### src/design/csr_pkg.sv
// Machine CSR definitions
package csr_pkg;

	typedef logic [31:0] csr_word_t;
	typedef logic [11:0] csr_index_t;

	// Machine trap setup and handling.
	localparam csr_index_t CSR_MSTATUS = 12'h300;
	localparam csr_index_t CSR_MIE = 12'h304;
	localparam csr_index_t CSR_MTVEC = 12'h305;
	localparam csr_index_t CSR_MSCRATCH = 12'h340;
	localparam csr_index_t CSR_MEPC = 12'h341;
	localparam csr_index_t CSR_MCAUSE = 12'h342;
	localparam csr_index_t CSR_MIP = 12'h344;

	// User-level counters.
	localparam csr_index_t CSR_CYCLE = 12'hC00;
	localparam csr_index_t CSR_CYCLEH = 12'hC80;
	localparam csr_index_t CSR_TIME = 12'hC01;
	localparam csr_index_t CSR_TIMEH = 12'hC81;
	localparam csr_index_t CSR_INSTRET = 12'hC02;
	localparam csr_index_t CSR_INSTRETH = 12'hC82;

	// Machine identity.
	localparam csr_index_t CSR_MVENDORID = 12'hF11;
	localparam csr_index_t CSR_MARCHID = 12'hF12;
	localparam csr_index_t CSR_MIMPID = 12'hF13;
	localparam csr_index_t CSR_MHARTID = 12'hF14;

	// Interrupt causes.
	localparam csr_word_t CAUSE_EXTERNAL = 32'h8000_0800;
	localparam csr_word_t CAUSE_TIMER = 32'h8000_0080;
	// Software cause keeps the legacy encoding, interrupt bit clear.
	localparam csr_word_t CAUSE_SOFTWARE = 32'h0000_0800;

	// Bit positions in mie and mip.
	localparam int BIT_MEI = 11;
	localparam int BIT_MTI = 7;
	localparam int BIT_MSI = 3;

	// Bit positions in mstatus.
	localparam int BIT_MIE = 3;
	localparam int BIT_MPIE = 4;

endpackage

### src/design/csr_irq_if.sv
// Interrupt control bus
`timescale 1ns/1ns

interface csr_irq_if
	import csr_pkg::*;
();
	// Enables, mirrored from mie and mstatus.
	logic enable_mei;
	logic enable_mti;
	logic enable_msi;
	logic global_enable;

	// Software write to mip, ordered {MEI, MTI, MSI}.
	logic mip_write;
	logic [2:0] mip_wdata;

	// Pending state and issue, same bit order.
	logic [2:0] mip_value;
	logic take;
	csr_word_t take_cause;

	modport regs (
		output enable_mei, enable_mti, enable_msi, global_enable,
		output mip_write, mip_wdata,
		input mip_value, take, take_cause
	);

	modport irq (
		input enable_mei, enable_mti, enable_msi, global_enable,
		input mip_write, mip_wdata,
		output mip_value, take, take_cause
	);

endinterface

### src/design/csr_counters.sv
// Cycle and wall-time counters
`timescale 1ns/1ns

module csr_counters #(
	parameter int FREQUENCY = 50_000_000
)(
	input logic i_clock,
	input logic i_reset,
	output logic [63:0] o_cycle_count,
	output logic [63:0] o_time_count
);
	// Prescaler runs 0 to PRESCALE, one millisecond per wrap.
	localparam int PRESCALE = FREQUENCY / 1000;
	localparam int PRESCALE_WIDTH = $clog2(PRESCALE + 1);

	logic [PRESCALE_WIDTH - 1:0] prescale;

	always_ff @(posedge i_clock) begin
		if (i_reset) begin
			o_cycle_count <= 64'd0;
		end else begin
			o_cycle_count <= o_cycle_count + 64'd1;
		end
	end

	always_ff @(posedge i_clock) begin
		if (i_reset) begin
			prescale <= '0;
			o_time_count <= 64'd0;
		end else if (prescale == PRESCALE_WIDTH'(PRESCALE)) begin
			prescale <= '0;
			o_time_count <= o_time_count + 64'd1;
		end else begin
			prescale <= prescale + 1'b1;
		end
	end

endmodule

### src/design/csr_interrupt_unit.sv
// Interrupt pending and issue logic
`timescale 1ns/1ns

module csr_interrupt_unit
	import csr_pkg::*;
(
	input logic i_clock,
	input logic i_reset,
	input logic i_timer_interrupt,
	input logic i_external_interrupt,
	input logic i_ecall,
	input logic i_irq_dispatched,
	csr_irq_if.irq port_irq,
	output logic o_irq_pending
);
	// All vectors ordered {MEI, MTI, MSI}.
	logic [2:0] pending;
	logic [2:0] pending_next;
	logic [2:0] issued;
	logic [2:0] enables;
	logic [2:0] raised;
	logic [2:0] ready;
	logic [2:0] select;
	csr_word_t cause;
	logic take;

	assign enables = {port_irq.enable_mei, port_irq.enable_mti, port_irq.enable_msi};

	// Sources only latch while their mie bit is set.
	assign raised = {i_external_interrupt, i_timer_interrupt, i_ecall} & enables;
	assign ready = pending & enables;

	// Fixed priority, external over timer over software.
	always_comb begin
		select = 3'b000;
		cause = '0;
		if (ready[2]) begin
			select = 3'b100;
			cause = CAUSE_EXTERNAL;
		end else if (ready[1]) begin
			select = 3'b010;
			cause = CAUSE_TIMER;
		end else if (ready[0]) begin
			select = 3'b001;
			cause = CAUSE_SOFTWARE;
		end
	end

	// One issue per pending window.
	assign take = !o_irq_pending && port_irq.global_enable && (|ready);

	assign port_irq.take = take;
	assign port_irq.take_cause = cause;
	assign port_irq.mip_value = pending;

	// Hardware latch wins over a software write in the same cycle.
	always_comb begin
		pending_next = pending;
		if (port_irq.mip_write) begin
			pending_next = port_irq.mip_wdata;
		end
		pending_next = pending_next | raised;
		if (i_irq_dispatched) begin
			pending_next = pending_next & ~issued;
		end
	end

	always_ff @(posedge i_clock) begin
		if (i_reset) begin
			pending <= 3'b000;
		end else begin
			pending <= pending_next;
		end
	end

	// Issued source and pending flag, closed by dispatch.
	always_ff @(posedge i_clock) begin
		if (i_reset) begin
			issued <= 3'b000;
			o_irq_pending <= 1'b0;
		end else begin
			if (take) begin
				issued <= select;
				o_irq_pending <= 1'b1;
			end
			if (i_irq_dispatched) begin
				issued <= 3'b000;
				o_irq_pending <= 1'b0;
			end
		end
	end

endmodule

### src/design/csr_register_file.sv
// Machine CSR storage and access
`timescale 1ns/1ns

module csr_register_file
	import csr_pkg::*;
#(
	parameter csr_word_t VENDORID = 32'h0,
	parameter csr_word_t ARCHID = 32'h0,
	parameter csr_word_t IMPID = 32'h0,
	parameter csr_word_t HARTID = 32'h0
)(
	input logic i_clock,
	input logic i_reset,

	// Instruction access.
	input csr_index_t i_index,
	input logic i_wdata_wr,
	input csr_word_t i_wdata,
	output csr_word_t o_rdata,

	// Trap addresses.
	output csr_word_t o_epc,
	output csr_word_t o_irq_pc,

	// Pipeline events.
	input logic i_mret,
	input logic i_irq_dispatched,
	input csr_word_t i_irq_epc,

	// Counter sources.
	input logic [63:0] i_retired,
	input logic [63:0] i_cycle_count,
	input logic [63:0] i_time_count,

	csr_irq_if.regs port_regs
);
	logic mstatus_mie;
	logic mstatus_mpie;
	logic mie_meie;
	logic mie_mtie;
	logic mie_msie;
	csr_word_t mtvec;
	csr_word_t mscratch;
	csr_word_t mepc;
	csr_word_t mcause;

	csr_word_t mstatus_word;
	csr_word_t mie_word;
	csr_word_t mip_word;

	assign o_epc = mepc;

	// Levels seen by the interrupt unit.
	assign port_regs.enable_mei = mie_meie;
	assign port_regs.enable_mti = mie_mtie;
	assign port_regs.enable_msi = mie_msie;
	assign port_regs.global_enable = mstatus_mie;

	// mip lives in the interrupt unit, writes go over as a strobe.
	assign port_regs.mip_write = i_wdata_wr && (i_index == CSR_MIP);
	assign port_regs.mip_wdata = {i_wdata[BIT_MEI], i_wdata[BIT_MTI], i_wdata[BIT_MSI]};

	always_ff @(posedge i_clock) begin
		if (i_reset) begin
			mstatus_mie <= 1'b0;
			mstatus_mpie <= 1'b0;
			mie_meie <= 1'b1;
			mie_mtie <= 1'b1;
			mie_msie <= 1'b1;
			mtvec <= '0;
			mscratch <= '0;
			mepc <= '0;
			mcause <= '0;
		end else begin
			if (i_wdata_wr) begin
				case (i_index)
					CSR_MSTATUS: mstatus_mie <= i_wdata[BIT_MIE];
					CSR_MIE: begin
						mie_meie <= i_wdata[BIT_MEI];
						mie_mtie <= i_wdata[BIT_MTI];
						mie_msie <= i_wdata[BIT_MSI];
					end
					CSR_MTVEC: mtvec <= i_wdata;
					CSR_MSCRATCH: mscratch <= i_wdata;
					CSR_MEPC: mepc <= i_wdata;
					default: ;
				endcase
			end

			// Push MIE on issue.
			if (port_regs.take) begin
				mcause <= port_regs.take_cause;
				mstatus_mpie <= mstatus_mie;
				mstatus_mie <= 1'b0;
			end

			// Pop MIE on return.
			if (i_mret) begin
				mstatus_mie <= mstatus_mpie;
				mstatus_mpie <= 1'b0;
			end

			if (i_irq_dispatched) begin
				mepc <= i_irq_epc;
			end
		end
	end

	// Handler address, captured at issue.
	always_ff @(posedge i_clock) begin
		if (port_regs.take) begin
			o_irq_pc <= mtvec;
		end
	end

	// Assemble the bit-field registers.
	always_comb begin
		mstatus_word = '0;
		mstatus_word[BIT_MIE] = mstatus_mie;
		mstatus_word[BIT_MPIE] = mstatus_mpie;

		mie_word = '0;
		mie_word[BIT_MEI] = mie_meie;
		mie_word[BIT_MTI] = mie_mtie;
		mie_word[BIT_MSI] = mie_msie;

		mip_word = '0;
		mip_word[BIT_MEI] = port_regs.mip_value[2];
		mip_word[BIT_MTI] = port_regs.mip_value[1];
		mip_word[BIT_MSI] = port_regs.mip_value[0];
	end

	// Read mux, unknown indices read zero.
	always_comb begin
		case (i_index)
			CSR_MSTATUS: o_rdata = mstatus_word;
			CSR_MIE: o_rdata = mie_word;
			CSR_MTVEC: o_rdata = mtvec;
			CSR_MSCRATCH: o_rdata = mscratch;
			CSR_MEPC: o_rdata = mepc;
			CSR_MCAUSE: o_rdata = mcause;
			CSR_MIP: o_rdata = mip_word;
			CSR_CYCLE: o_rdata = i_cycle_count[31:0];
			CSR_CYCLEH: o_rdata = i_cycle_count[63:32];
			CSR_TIME: o_rdata = i_time_count[31:0];
			CSR_TIMEH: o_rdata = i_time_count[63:32];
			CSR_INSTRET: o_rdata = i_retired[31:0];
			CSR_INSTRETH: o_rdata = i_retired[63:32];
			CSR_MVENDORID: o_rdata = VENDORID;
			CSR_MARCHID: o_rdata = ARCHID;
			CSR_MIMPID: o_rdata = IMPID;
			CSR_MHARTID: o_rdata = HARTID;
			default: o_rdata = '0;
		endcase
	end

endmodule

### src/design/machine_csr.sv
// Machine CSR block
`timescale 1ns/1ns

module machine_csr
	import csr_pkg::*;
#(
	parameter int FREQUENCY = 50_000_000,
	parameter csr_word_t VENDORID = 32'h0,
	parameter csr_word_t ARCHID = 32'h0,
	parameter csr_word_t IMPID = 32'h0,
	parameter csr_word_t HARTID = 32'h0
)(
	input logic i_reset,
	input logic i_clock,

	// Interrupt sources.
	input logic i_timer_interrupt,
	input logic i_external_interrupt,
	input logic i_ecall,
	input logic i_mret,

	// Instruction access.
	input csr_index_t i_index,
	output csr_word_t o_rdata,
	input logic i_wdata_wr,
	input csr_word_t i_wdata,

	output csr_word_t o_epc,

	// Interrupt request to the pipeline.
	output logic o_irq_pending,
	output csr_word_t o_irq_pc,
	input logic i_irq_dispatched,
	input csr_word_t i_irq_epc,

	input logic [63:0] i_retired
);
	logic [63:0] cycle_count;
	logic [63:0] time_count;

	csr_irq_if irq_bus ();

	csr_counters #(
		.FREQUENCY(FREQUENCY)
	) u_counters (
		.i_clock(i_clock),
		.i_reset(i_reset),
		.o_cycle_count(cycle_count),
		.o_time_count(time_count)
	);

	csr_interrupt_unit u_interrupt_unit (
		.i_clock(i_clock),
		.i_reset(i_reset),
		.i_timer_interrupt(i_timer_interrupt),
		.i_external_interrupt(i_external_interrupt),
		.i_ecall(i_ecall),
		.i_irq_dispatched(i_irq_dispatched),
		.port_irq(irq_bus.irq),
		.o_irq_pending(o_irq_pending)
	);

	csr_register_file #(
		.VENDORID(VENDORID),
		.ARCHID(ARCHID),
		.IMPID(IMPID),
		.HARTID(HARTID)
	) u_register_file (
		.i_clock(i_clock),
		.i_reset(i_reset),
		.i_index(i_index),
		.i_wdata_wr(i_wdata_wr),
		.i_wdata(i_wdata),
		.o_rdata(o_rdata),
		.o_epc(o_epc),
		.o_irq_pc(o_irq_pc),
		.i_mret(i_mret),
		.i_irq_dispatched(i_irq_dispatched),
		.i_irq_epc(i_irq_epc),
		.i_retired(i_retired),
		.i_cycle_count(cycle_count),
		.i_time_count(time_count),
		.port_regs(irq_bus.regs)
	);

endmodule

### config.mk
export PLATFORM = sky130hd
export DESIGN_NAME = machine_csr
export DESIGN_NICKNAME = d
export VERILOG_FILES = /design/src/design/csr_pkg.sv /design/src/design/csr_irq_if.sv /design/src/design/csr_counters.sv /design/src/design/csr_interrupt_unit.sv /design/src/design/csr_register_file.sv /design/src/design/machine_csr.sv
export SDC_FILE = /design/constraint.sdc
export NUM_CORES = 1
export LEC_CHECK = 0
export BUFFER_PORTS_ARGS = -buffer_cell sky130_fd_sc_hd__clkbuf_2
export CORE_MARGIN = 5
export CORE_UTILIZATION = 30
export CTS_CLUSTER_DIAMETER = 120
export DETAILED_ROUTE_END_ITERATION = 12
export PLACE_DENSITY = 0.51
export SLEW_MARGIN = 20
export SYNTH_ARGS = -nofsm -noshare
export SYNTH_HDL_FRONTEND = slang
export SYNTH_HIERARCHICAL = 1
export SYNTH_SLANG_ARGS = --single-unit
### constraint.sdc
create_clock -name i_clock -period 4.4 [get_ports i_clock]
set_input_delay 0 -clock i_clock [delete_from_list [all_inputs] [get_ports i_clock]]
set_output_delay 0 -clock i_clock [all_outputs]
set_load 0.03 [all_outputs]
### Word-level counts from Yosys, hierarchy flattened

Cells that the tools add are included.

| word-level totals | value |
|---|---|
| bits in registers | 316 |
| input port bits | 148 |
| output and inout bits | 97 |

| cells by class | value |
|---|---|
| $add $sub $neg | 3 |
| eq/ne operators | 14 |
| muxes and demuxes | 16 |
| bitwise logic cells | 5 |
| reductions and logical operators | 17 |

Operator list:

| kind | count |
|---|---|
| $pmux 32 s13 | 1 |
| $mux 32 | 5 |
| $add 64x1->64 const B | 2 |
| $eq 12x10->1 const B | 7 |
| $eq 12x12->1 const B | 6 |
| $add 16x1->16 const B | 1 |
| $eq 16x16->1 const B | 1 |
| $mux 12 | 1 |
| $mux 3 | 4 |
| $reduce_and 2->1 | 5 |
| $and 3x3->3 | 3 |
| $reduce_bool 3->1 | 2 |
| $reduce_or 2->1 | 3 |
| $mux 1 | 5 |
| $reduce_bool 2->1 | 2 |
| $logic_and 1x1->1 | 3 |
| $not 3->3 | 1 |
| $or 3x3->3 | 1 |
| $reduce_or 3->1 | 1 |
| $logic_not 1->1 | 1 |

### Logic depth before layout (Yosys ltp)

Gate-level depths: netlist (run 1).

| logic depth | value |
|---|---|
| depth in word-level cells | 6 |
| mapped depth | 9 |

### Modules after synthesis

The synthesis (run 1) kept the hierarchy.

By module, submodules not included:

| module | times used | cells an instance | area each (um^2) |
|---|---|---|---|
| csr_register_file | 1 | 953 | 8438.1 |
| csr_counters | 1 | 834 | 6877.8 |
| csr_interrupt_unit | 1 | 70 | 571.8 |

### Least setup slack after synthesis (run 1)

Ideal clock, no wire load.

| path | value |
|---|---|
| path kind | flip-flop to flip-flop |
| from | register u_interrupt_unit.o_irq_pending |
| to | register u_register_file.mcause[10] |
| library setup time | 128 ps |
| data arrival time | 3114 ps |
| data required time | 4272 ps |
| path slack | 1158 ps |
| cell stages (with the launch flop) | 7 |
| path buffers | 2 |
| clock period less this slack | 3242 ps |
| cell sequence | dfxtp_1 nand2b_1 nor2_1 clkbuf_1 clkbuf_1 mux2i_1 nor2_1 |

| on the way | value |
|---|---|
| longest elaborated chain between the ends | 3 |

RTL lines:

| what | line | text |
|---|---|---|
| from (decl) | csr_interrupt_unit.sv:14 | `output logic o_irq_pending` |
| from (signal assigned) | csr_interrupt_unit.sv:80 | `o_irq_pending <= 1'b0;` |
| from (signal assigned) | csr_interrupt_unit.sv:84 | `o_irq_pending <= 1'b1;` |
| from (signal assigned) | csr_interrupt_unit.sv:88 | `o_irq_pending <= 1'b0;` |
| $logic_not 1->1 | csr_interrupt_unit.sv:50 | `assign take = !o_irq_pending && port_irq.global_enable && (\|ready);` |
| $logic_and 1x1->1 (2 in series) | csr_interrupt_unit.sv:50 |  |
| named net irq_bus.take | csr_irq_if.sv:19 | `logic take;` |
| to (signal assigned) | csr_register_file.sv:92 | `mcause <= port_regs.take_cause;` |
| to (decl) | csr_register_file.sv:45 | `csr_word_t mcause;` |

The timed path passes the listed nets, and every way through them passes these cells.
A chain may end at the register's enable or synchronous reset.

### Final worst setup path (run 1)

| path | value |
|---|---|
| from | input port i_index[1] |
| to | output port o_rdata[2] |

| on the way | value |
|---|---|
| longest elaborated chain between the ends | 2 |
| elaborated cells on any way between the ends | 14 |
| those cells by class | 13 x eq/ne; 1 x mux |

RTL lines:

| what | line | text |
|---|---|---|
| from (decl) | machine_csr.sv:23 | `input csr_index_t i_index,` |
| $eq 12x12->1 / $eq 12x10->1 (equally long branches) | csr_register_file.sv:135 | `case (i_index)` |
| $pmux 32 s13 (*) | csr_register_file.sv:135 |  |
| to (decl) | machine_csr.sv:24 | `output csr_word_t o_rdata,` |

Every way passes the cells marked *; elsewhere a longest branch is shown, timed or not.

==> results of run 1 <==
## power by group through the flow
stage	clock [mW]	combinational [mW]	sequential [mW]
2_1_floorplan	0	0.176	3.05
3_3_place_gp	0	0.396	3.03
3_5_place_dp	0	0.398	3.03
4_1_cts	3.33	0.466	2.97
5_1_grt	3.44	0.498	2.97
6_report	3.26	0.472	2.97
## layout make-up
type	instances	area, sq um
diodes	2	5.00
clock buffers	53	1070
clock inverters	15	201
fillers	5392	32800
inverters	21	78.8
multi-input cells	1395	8540
flip-flops and latches	316	6650
well taps	688	861
repair buffers	364	2380
## tightest hold or removal path: stages
cell,delay [ps]
clkbuf_2,80
buf_4,420
a2111oi_2,60
## worst min-delay path by stage
stage / endpoint / startpoint / depth (start not counted) / slack (ps)
2_1_floorplan: u_interrupt_unit/issued[0]$_SDFFE_PP0P_ / i_irq_dispatched / 1 / 70
3_3_place_gp: u_register_file/o_epc[5]$_SDFFE_PP0P_ / i_irq_epc[5] / 3 / 270
3_5_place_dp: u_register_file/o_epc[5]$_SDFFE_PP0P_ / i_irq_epc[5] / 3 / 270
4_1_cts: u_interrupt_unit/issued[0]$_SDFFE_PP0P_ / i_irq_dispatched / 3 / 30
5_1_grt: u_interrupt_unit/issued[0]$_SDFFE_PP0P_ / i_irq_dispatched / 3 / 80
6_report: u_interrupt_unit/issued[0]$_SDFFE_PP0P_ / i_irq_dispatched / 3 / 70
## stage by stage
stage,std cells,worst slack (ps)
4_1_cts,2852,1490
3_3_place_gp,2695,1120
2_1_floorplan,1885,1160
3_5_place_dp,2695,1490
6_report,2854,1500
5_1_grt,2853,1390
## cells in the final DEF (no fill, tap or decap), types with 18 or more instances in the layout
master / n
a211oi_1: 25
a222oi_1: 37
xor2_1: 31
dlygate4sd3_1: 89
clkbuf_16: 39
inv_1: 20
nand4_1: 80
a22oi_1: 46
nor4_1: 26
conb_1: 29
or4_1: 31
edfxtp_1: 32
a21oi_1: 160
dfxtp_1: 284
o21ai_0: 48
xnor2_1: 43
nor3_1: 32
buf_4: 29
or3_1: 50
and3_1: 18
nor2_1: 170
mux2i_1: 59
clkbuf_2: 243
o31ai_1: 20
nand3_1: 67
nand2_1: 240
## per-layer routing
metal / track usage / part of all wire / vias to the layer above
met5: 0 / 0 / -
met4: 0.0569 / 0.022 / 0
met3: 0.0329 / 0.080 / 93
met2: 0.365 / 0.44 / 837
met1: 0.345 / 0.45 / 8022
li1: - / - / 7440
## cell usage after synthesis, types with 25 or more instances
| master | instances | share of area |
|---|---|---|
| edfxtp_1 | 32 | 0.060 |
| mux2i_1 | 59 | 0.037 |
| a22oi_1 | 46 | 0.022 |
| nor3_1 | 33 | 0.010 |
| o21ai_0 | 48 | 0.015 |
| a21oi_1 | 160 | 0.050 |
| buf_4 | 35 | 0.017 |
| a211oi_1 | 25 | 0.012 |
| nand3_1 | 67 | 0.021 |
| nand2_1 | 240 | 0.057 |
| dfxtp_1 | 284 | 0.36 |
| clkbuf_1 | 87 | 0.021 |
| or4_1 | 31 | 0.015 |
| nand4_1 | 80 | 0.032 |
| xor2_1 | 31 | 0.017 |
| xnor2_1 | 43 | 0.024 |
| or3_1 | 50 | 0.020 |
| nor2_1 | 171 | 0.040 |
| nor4_1 | 28 | 0.011 |
| a222oi_1 | 37 | 0.023 |
## sequential cells by signal, indices dropped and copies added (netlist names)
signal                                   count
u_counters/o_cycle_count                    64
u_counters/o_time_count                     64
u_counters/prescale                         16
u_interrupt_unit/issued                      3
u_interrupt_unit/o_irq_pending               1
u_interrupt_unit/port_irq.mip_value          3
u_register_file/mcause                      32
u_register_file/mscratch                    32
u_register_file/mstatus_mpie                 1
u_register_file/mtvec                       32
u_register_file/o_epc                       32
u_register_file/o_irq_pc                    32
u_register_file/port_regs.enable_mei         1
u_register_file/port_regs.enable_msi         1
u_register_file/port_regs.enable_mti         1
u_register_file/port_regs.global_enable      1
## cells by family (layout without fill, tap and decap cells)
family                   Yosys count  count (layout)  share of synthesized area
multiplexers                      62              62                     0.0393
AND/OR/NAND/NOR                  788             788                      0.255
XOR/XNOR                          74              74                     0.0408
AO/OA/AOI/OAI                    438             438                      0.188
flip-flops                       316             316                      0.418
buffers and inverters            174             453                     0.0546
other                              1              31                   0.000236
adder cells (fa/ha/maj)            4               4                    0.00315
## timing repair
action,CTS,global route
hold buffers,89,0
endpoints found under the hold margin,104,0
setup buffers,0,0
==> flow_summary.toml, run 1 <==
[logic_synthesis]
syn_area_sq_mm = 0.0159
synth_edf_count = 32
synth-seq-area-share = 0.418
synth_ff_type = "dfxtp_1"
syn_avg_cell_area_sq_um = 8.56
synthArstFlopShare = 0
syn_inst = 1857
synth_cell_types = 79
ys_ff_latch = 316
yosysWarnings = 6

[route]
final_antenna_net_count = 0
viasPerCell = 5.74
routedWlPerCell_microns = 25.0
vias = 16392
drc_errors = 0
drtIter0Drc = 2016
detail_route.wirelength_microns = 71400
firstDrtPassIters = 9

[global_route]
grt_max_degree = 116
grt.overflow.total = 0
grt_pass1_wl_microns = 103000
first_global_vias = 14947
grt_antenna_before_repair = 2
grt_util_all_layers = 0.235

[hold_path]
hp-class = "primary input to register"

[final_layout]
nets = 2289
final_cell_area_sq_mm = 0.0198
layout-drive-gt1-share = 0.173
fin_util = 0.376
syn2layout_area_growth_pct = 24.5

[place]
place_hpwl_microns = 52500
gp_congestion = 0.924
dpl_cell_area_sq_mm = 0.0176
portBuffers = 244

[setup_path]
worstSetupEndpoint = "o_rdata[2]"
path_delay_family = "simple AND/OR/NAND/NOR gates"
crit_arrival_ps = 2900
timing.rr.end = "u_counters/o_time_count[54]$_SDFFE_PP0N_"
r2r.worst_path.cells = 5
cp.buffers_inverters = 3
worst-path-stages = 7
setup.worst_path.start_class = "primary input"
cp_cell_sequence = "clkbuf_2 > buf_4 > or4_1 > nor3_4 > a22oi_1 > nand3_1 > clkbuf_2"
path_class = "primary input to primary output"
r2r_slack_ps = 1690
crit_top_cell = "clkbuf_2"
endpoint_kind = "primary output"
crit_path_start = "i_index[1]"
critical-path-max-stage-delay_ps = 800
cp_data_required_time_ps = 4400
path_max_fanout = 21
rr_startpoint = "u_counters/o_time_count[3]$_SDFFE_PP0N_"
crit_slowest_cell = "nor3_4"

[power]
power_frac_seq = 0.443
p_switching_mw = 1.65
swShare = 0.247
p_int_mw = 5.05
clock_power_share = 0.487
p_comb_frac = 0.070
powerDensity_mw_per_mm2 = 339
p_leak_nw = 6.73
peakVddDrop_mv = 0.235
p_total_mw = 6.70

[floorplan]
ios = 245
die_y_microns = 240
dieArea_sq_mm = 0.0577
fp-row-count = 84
core_region_area_sq_mm = 0.0526
fp.dieW_microns = 240
start_util = 0.302

[clocking]
worstSkewPairLatency_ps = 570
cts_resized = 0
clock_sinks = 316
cts_root_buffer = "clkbuf_16"
clk_path_buf_depth = 3
cts_max_level = 2
path_clk_slew_ps = 60
cts_tree = "done"
cts_buffers = 39

[timing]
finalMaxSlewViolations = 0
holdWs_ps = 68.1
slew_headroom = 0.270
clock.fmax_mhz = 345
fin_tns_setup_ps = 0
tightest_slew_ps = 1090
finalCritPeriodShare = 0.660
fin_crit_ps = 2900
setup-violations-final = 0
finalHoldViolCount = 0
rsz0062_at_grt = "no"
worst_clock_skew_ps = 22.6

[outcome]
status = "completed"

[job]
maxCapViolations = 0
No activity file was read; power rests on OpenSTA's default activity.
==> run 2, diff against run 1 <==
--- a/config.mk
+++ b/config.mk
@@ -10,7 +10,7 @@
 export CORE_UTILIZATION = 30
 export CTS_CLUSTER_DIAMETER = 120
 export DETAILED_ROUTE_END_ITERATION = 12
-export PLACE_DENSITY = 0.51
+export PLACE_DENSITY = 0.52
 export SLEW_MARGIN = 20
 export SYNTH_ARGS = -nofsm -noshare
 export SYNTH_HDL_FRONTEND = slang
==> constraint.sdc (replaced) <==
create_clock -name i_clock -period 2.4 [get_ports i_clock]
set_input_delay 0 -clock i_clock [delete_from_list [all_inputs] [get_ports i_clock]]
set_output_delay 0 -clock i_clock [all_outputs]
set_load 0.03 [all_outputs]
==> flow_summary.toml, run 2 (same netlist as run 1, synthesis figures left out) <==
[power]
p_total_mw = 12.6
peakVddDrop_mv = 0.443
powerDensity_mw_per_mm2 = 590
p_leak_nw = 7.66

[setup_path]
crit_slowest_cell = "a222oi_1"
path_delay_family = "compound AO/OA/AOI/OAI gates"
critical-path-max-stage-delay_ps = 540
setup.worst_path.start_class = "register"
endpoint_kind = "primary output"
cp.buffers_inverters = 2
cp_cell_sequence = "mux2i_1 > o2bb2ai_1 > a222oi_1 > buf_4 > nand3_1 > clkbuf_2"
path_class = "register to primary output"
cp_data_required_time_ps = 2400
crit_arrival_ps = 2430
path_max_fanout = 7

[timing]
setup-violations-final = 1
worst_clock_skew_ps = 31.9
finalCritPeriodShare = 1.01
fin_tns_setup_ps = -31.4
finalHoldViolCount = 0
finalMaxSlewViolations = 0
holdWs_ps = 69.9
tightest_slew_ps = 785
slew_headroom = 0.477
fin_crit_ps = 2430
worst_slack_ps = -31.4
clock.fmax_mhz = 411

[global_route]
grt_util_all_layers = 0.236
grt_pass1_wl_microns = 104000
grt.overflow.total = 0
grt_max_degree = 72
grt_antenna_before_repair = 1
first_global_vias = 15923

[place]
portBuffers = 244
place_ws_ps = -43.4
gp_congestion = 0.946
place_hpwl_microns = 54000
placedCellCount = 2859
dpl_cell_area_sq_mm = 0.0189

[final_layout]
syn2layout_area_growth_pct = 34.1
final_cell_area_sq_mm = 0.0213
antennaDiodeCount = 0
top_regs = "u_counters/o_cycle_count (64), u_counters/o_time_count (64)"
final_cells = 3024
layout-drive-gt1-share = 0.239
nets = 2459
fin_util = 0.405
final_common_cell = "dfxtp_1"
layout_common_cells = "dfxtp_1, clkbuf_2, nand2_1, buf_4, nor2_1"

[clocking]
path_clk_slew_ps = 50
cts_tree = "done"
cts_root_buffer = "clkbuf_16"
cts_buffers = 38
clk_path_buf_depth = 3
cts_max_level = 2
clock_sinks = 316
worstSkewPairLatency_ps = 570

[route]
detail_route.wirelength_microns = 71700
drtIter0Drc = 1815
viasPerCell = 5.63
drc_errors = 0
vias = 17037
final_antenna_net_count = 0
routedWlPerCell_microns = 23.7
firstDrtPassIters = 10

[outcome]
status = "complete, but fails checks"
violations = "negative setup slack"

[floorplan]
fp-row-count = 84
dieArea_sq_mm = 0.0577
core_region_area_sq_mm = 0.0526
ios = 245
start_util = 0.302
die_y_microns = 240
fp.dieW_microns = 240

[hold_path]
hp-class = "primary input to register"

[job]
maxCapViolations = 0
run 2: cell count changes in the layout (fill, tap and decap cells not counted), moves of 3 or more:
cell           change
buf_12             +7
buf_4            +160
clkbuf_2           -3
clkbuf_8           +4
clkinv_1           -3
dfxtp_1            -7
dfxtp_2            +7
dlygate4sd3_1      +4
nor4bb_1           -3
run 2: worst reg2reg max path, stage by stage (launching register included):
cell and delay (ps):
dfxtp_1 440, nand2_1 180, or4_1 600, or4_1 550
or3_1 390, a21oi_1 160
run 2: repair_timing:
action,CTS,global route
hold buffers,93,0
gates cloned,0,2
setup buffers,1,1
endpoints found under the setup margin,10,32
endpoints found under the hold margin,109,0
pin swaps,4,10
gates resized for setup,2,27
run 2: report_power, final:
| part | switching, mW | total (mW) | internal (mW) | leakage, nW |
|---|---|---|---|---|
| Clock | 2.42 | 6.21 | 3.79 | 0.647 |
| Combinational | 0.561 | 0.926 | 0.365 | 4.49 |
| Sequential | 0.0653 | 5.43 | 5.37 | 2.52 |
| Total | 3.05 | 12.6 | 9.52 | 7.66 |
run 2: path summary, 6_finish.rpt:
kind / from / endpoint / slack, ps / cells past startpoint
worst max register to register: u_counters/o_cycle_count[24]$_SDFF_PP0_ / u_counters/o_cycle_count[48]$_SDFF_PP0_ / 20 / 5
worst min-delay path: i_irq_dispatched / u_interrupt_unit/issued[0]$_SDFFE_PP0P_ / 70 / 3
worst min register to register: u_register_file/mscratch[27]$_SDFFE_PP0P_ / u_register_file/mscratch[27]$_SDFFE_PP0P_ / 460 / 2
worst max-delay path: u_counters/o_cycle_count[49]$_SDFF_PP0_ / o_rdata[17] / -30 / 6
run 2: layout make-up:
type                            instances  area, sq um
Clock buffer                           58         1130
Clock inverter                         11          205
Fill cell                            5318        31300
Inverter                               21         78.8
Multi-Input combinational cell       1397         8620
Sequential cell                       316         6660
Tap cell                              688          861
Timing Repair Buffer                  533         3760
run 2: layer usage:
| metal | global-route usage | up-vias | routed length [microns] |
|---|---|---|---|
| met3 | 0.0383 | 113 | 5620 |
| met5 | 0 | - | 47 |
| met4 | 0.0676 | 2 | 2050 |
| met2 | 0.371 | 778 | 32400 |
| met1 | 0.337 | 8365 | 31600 |
| li1 | - | 7779 | - |
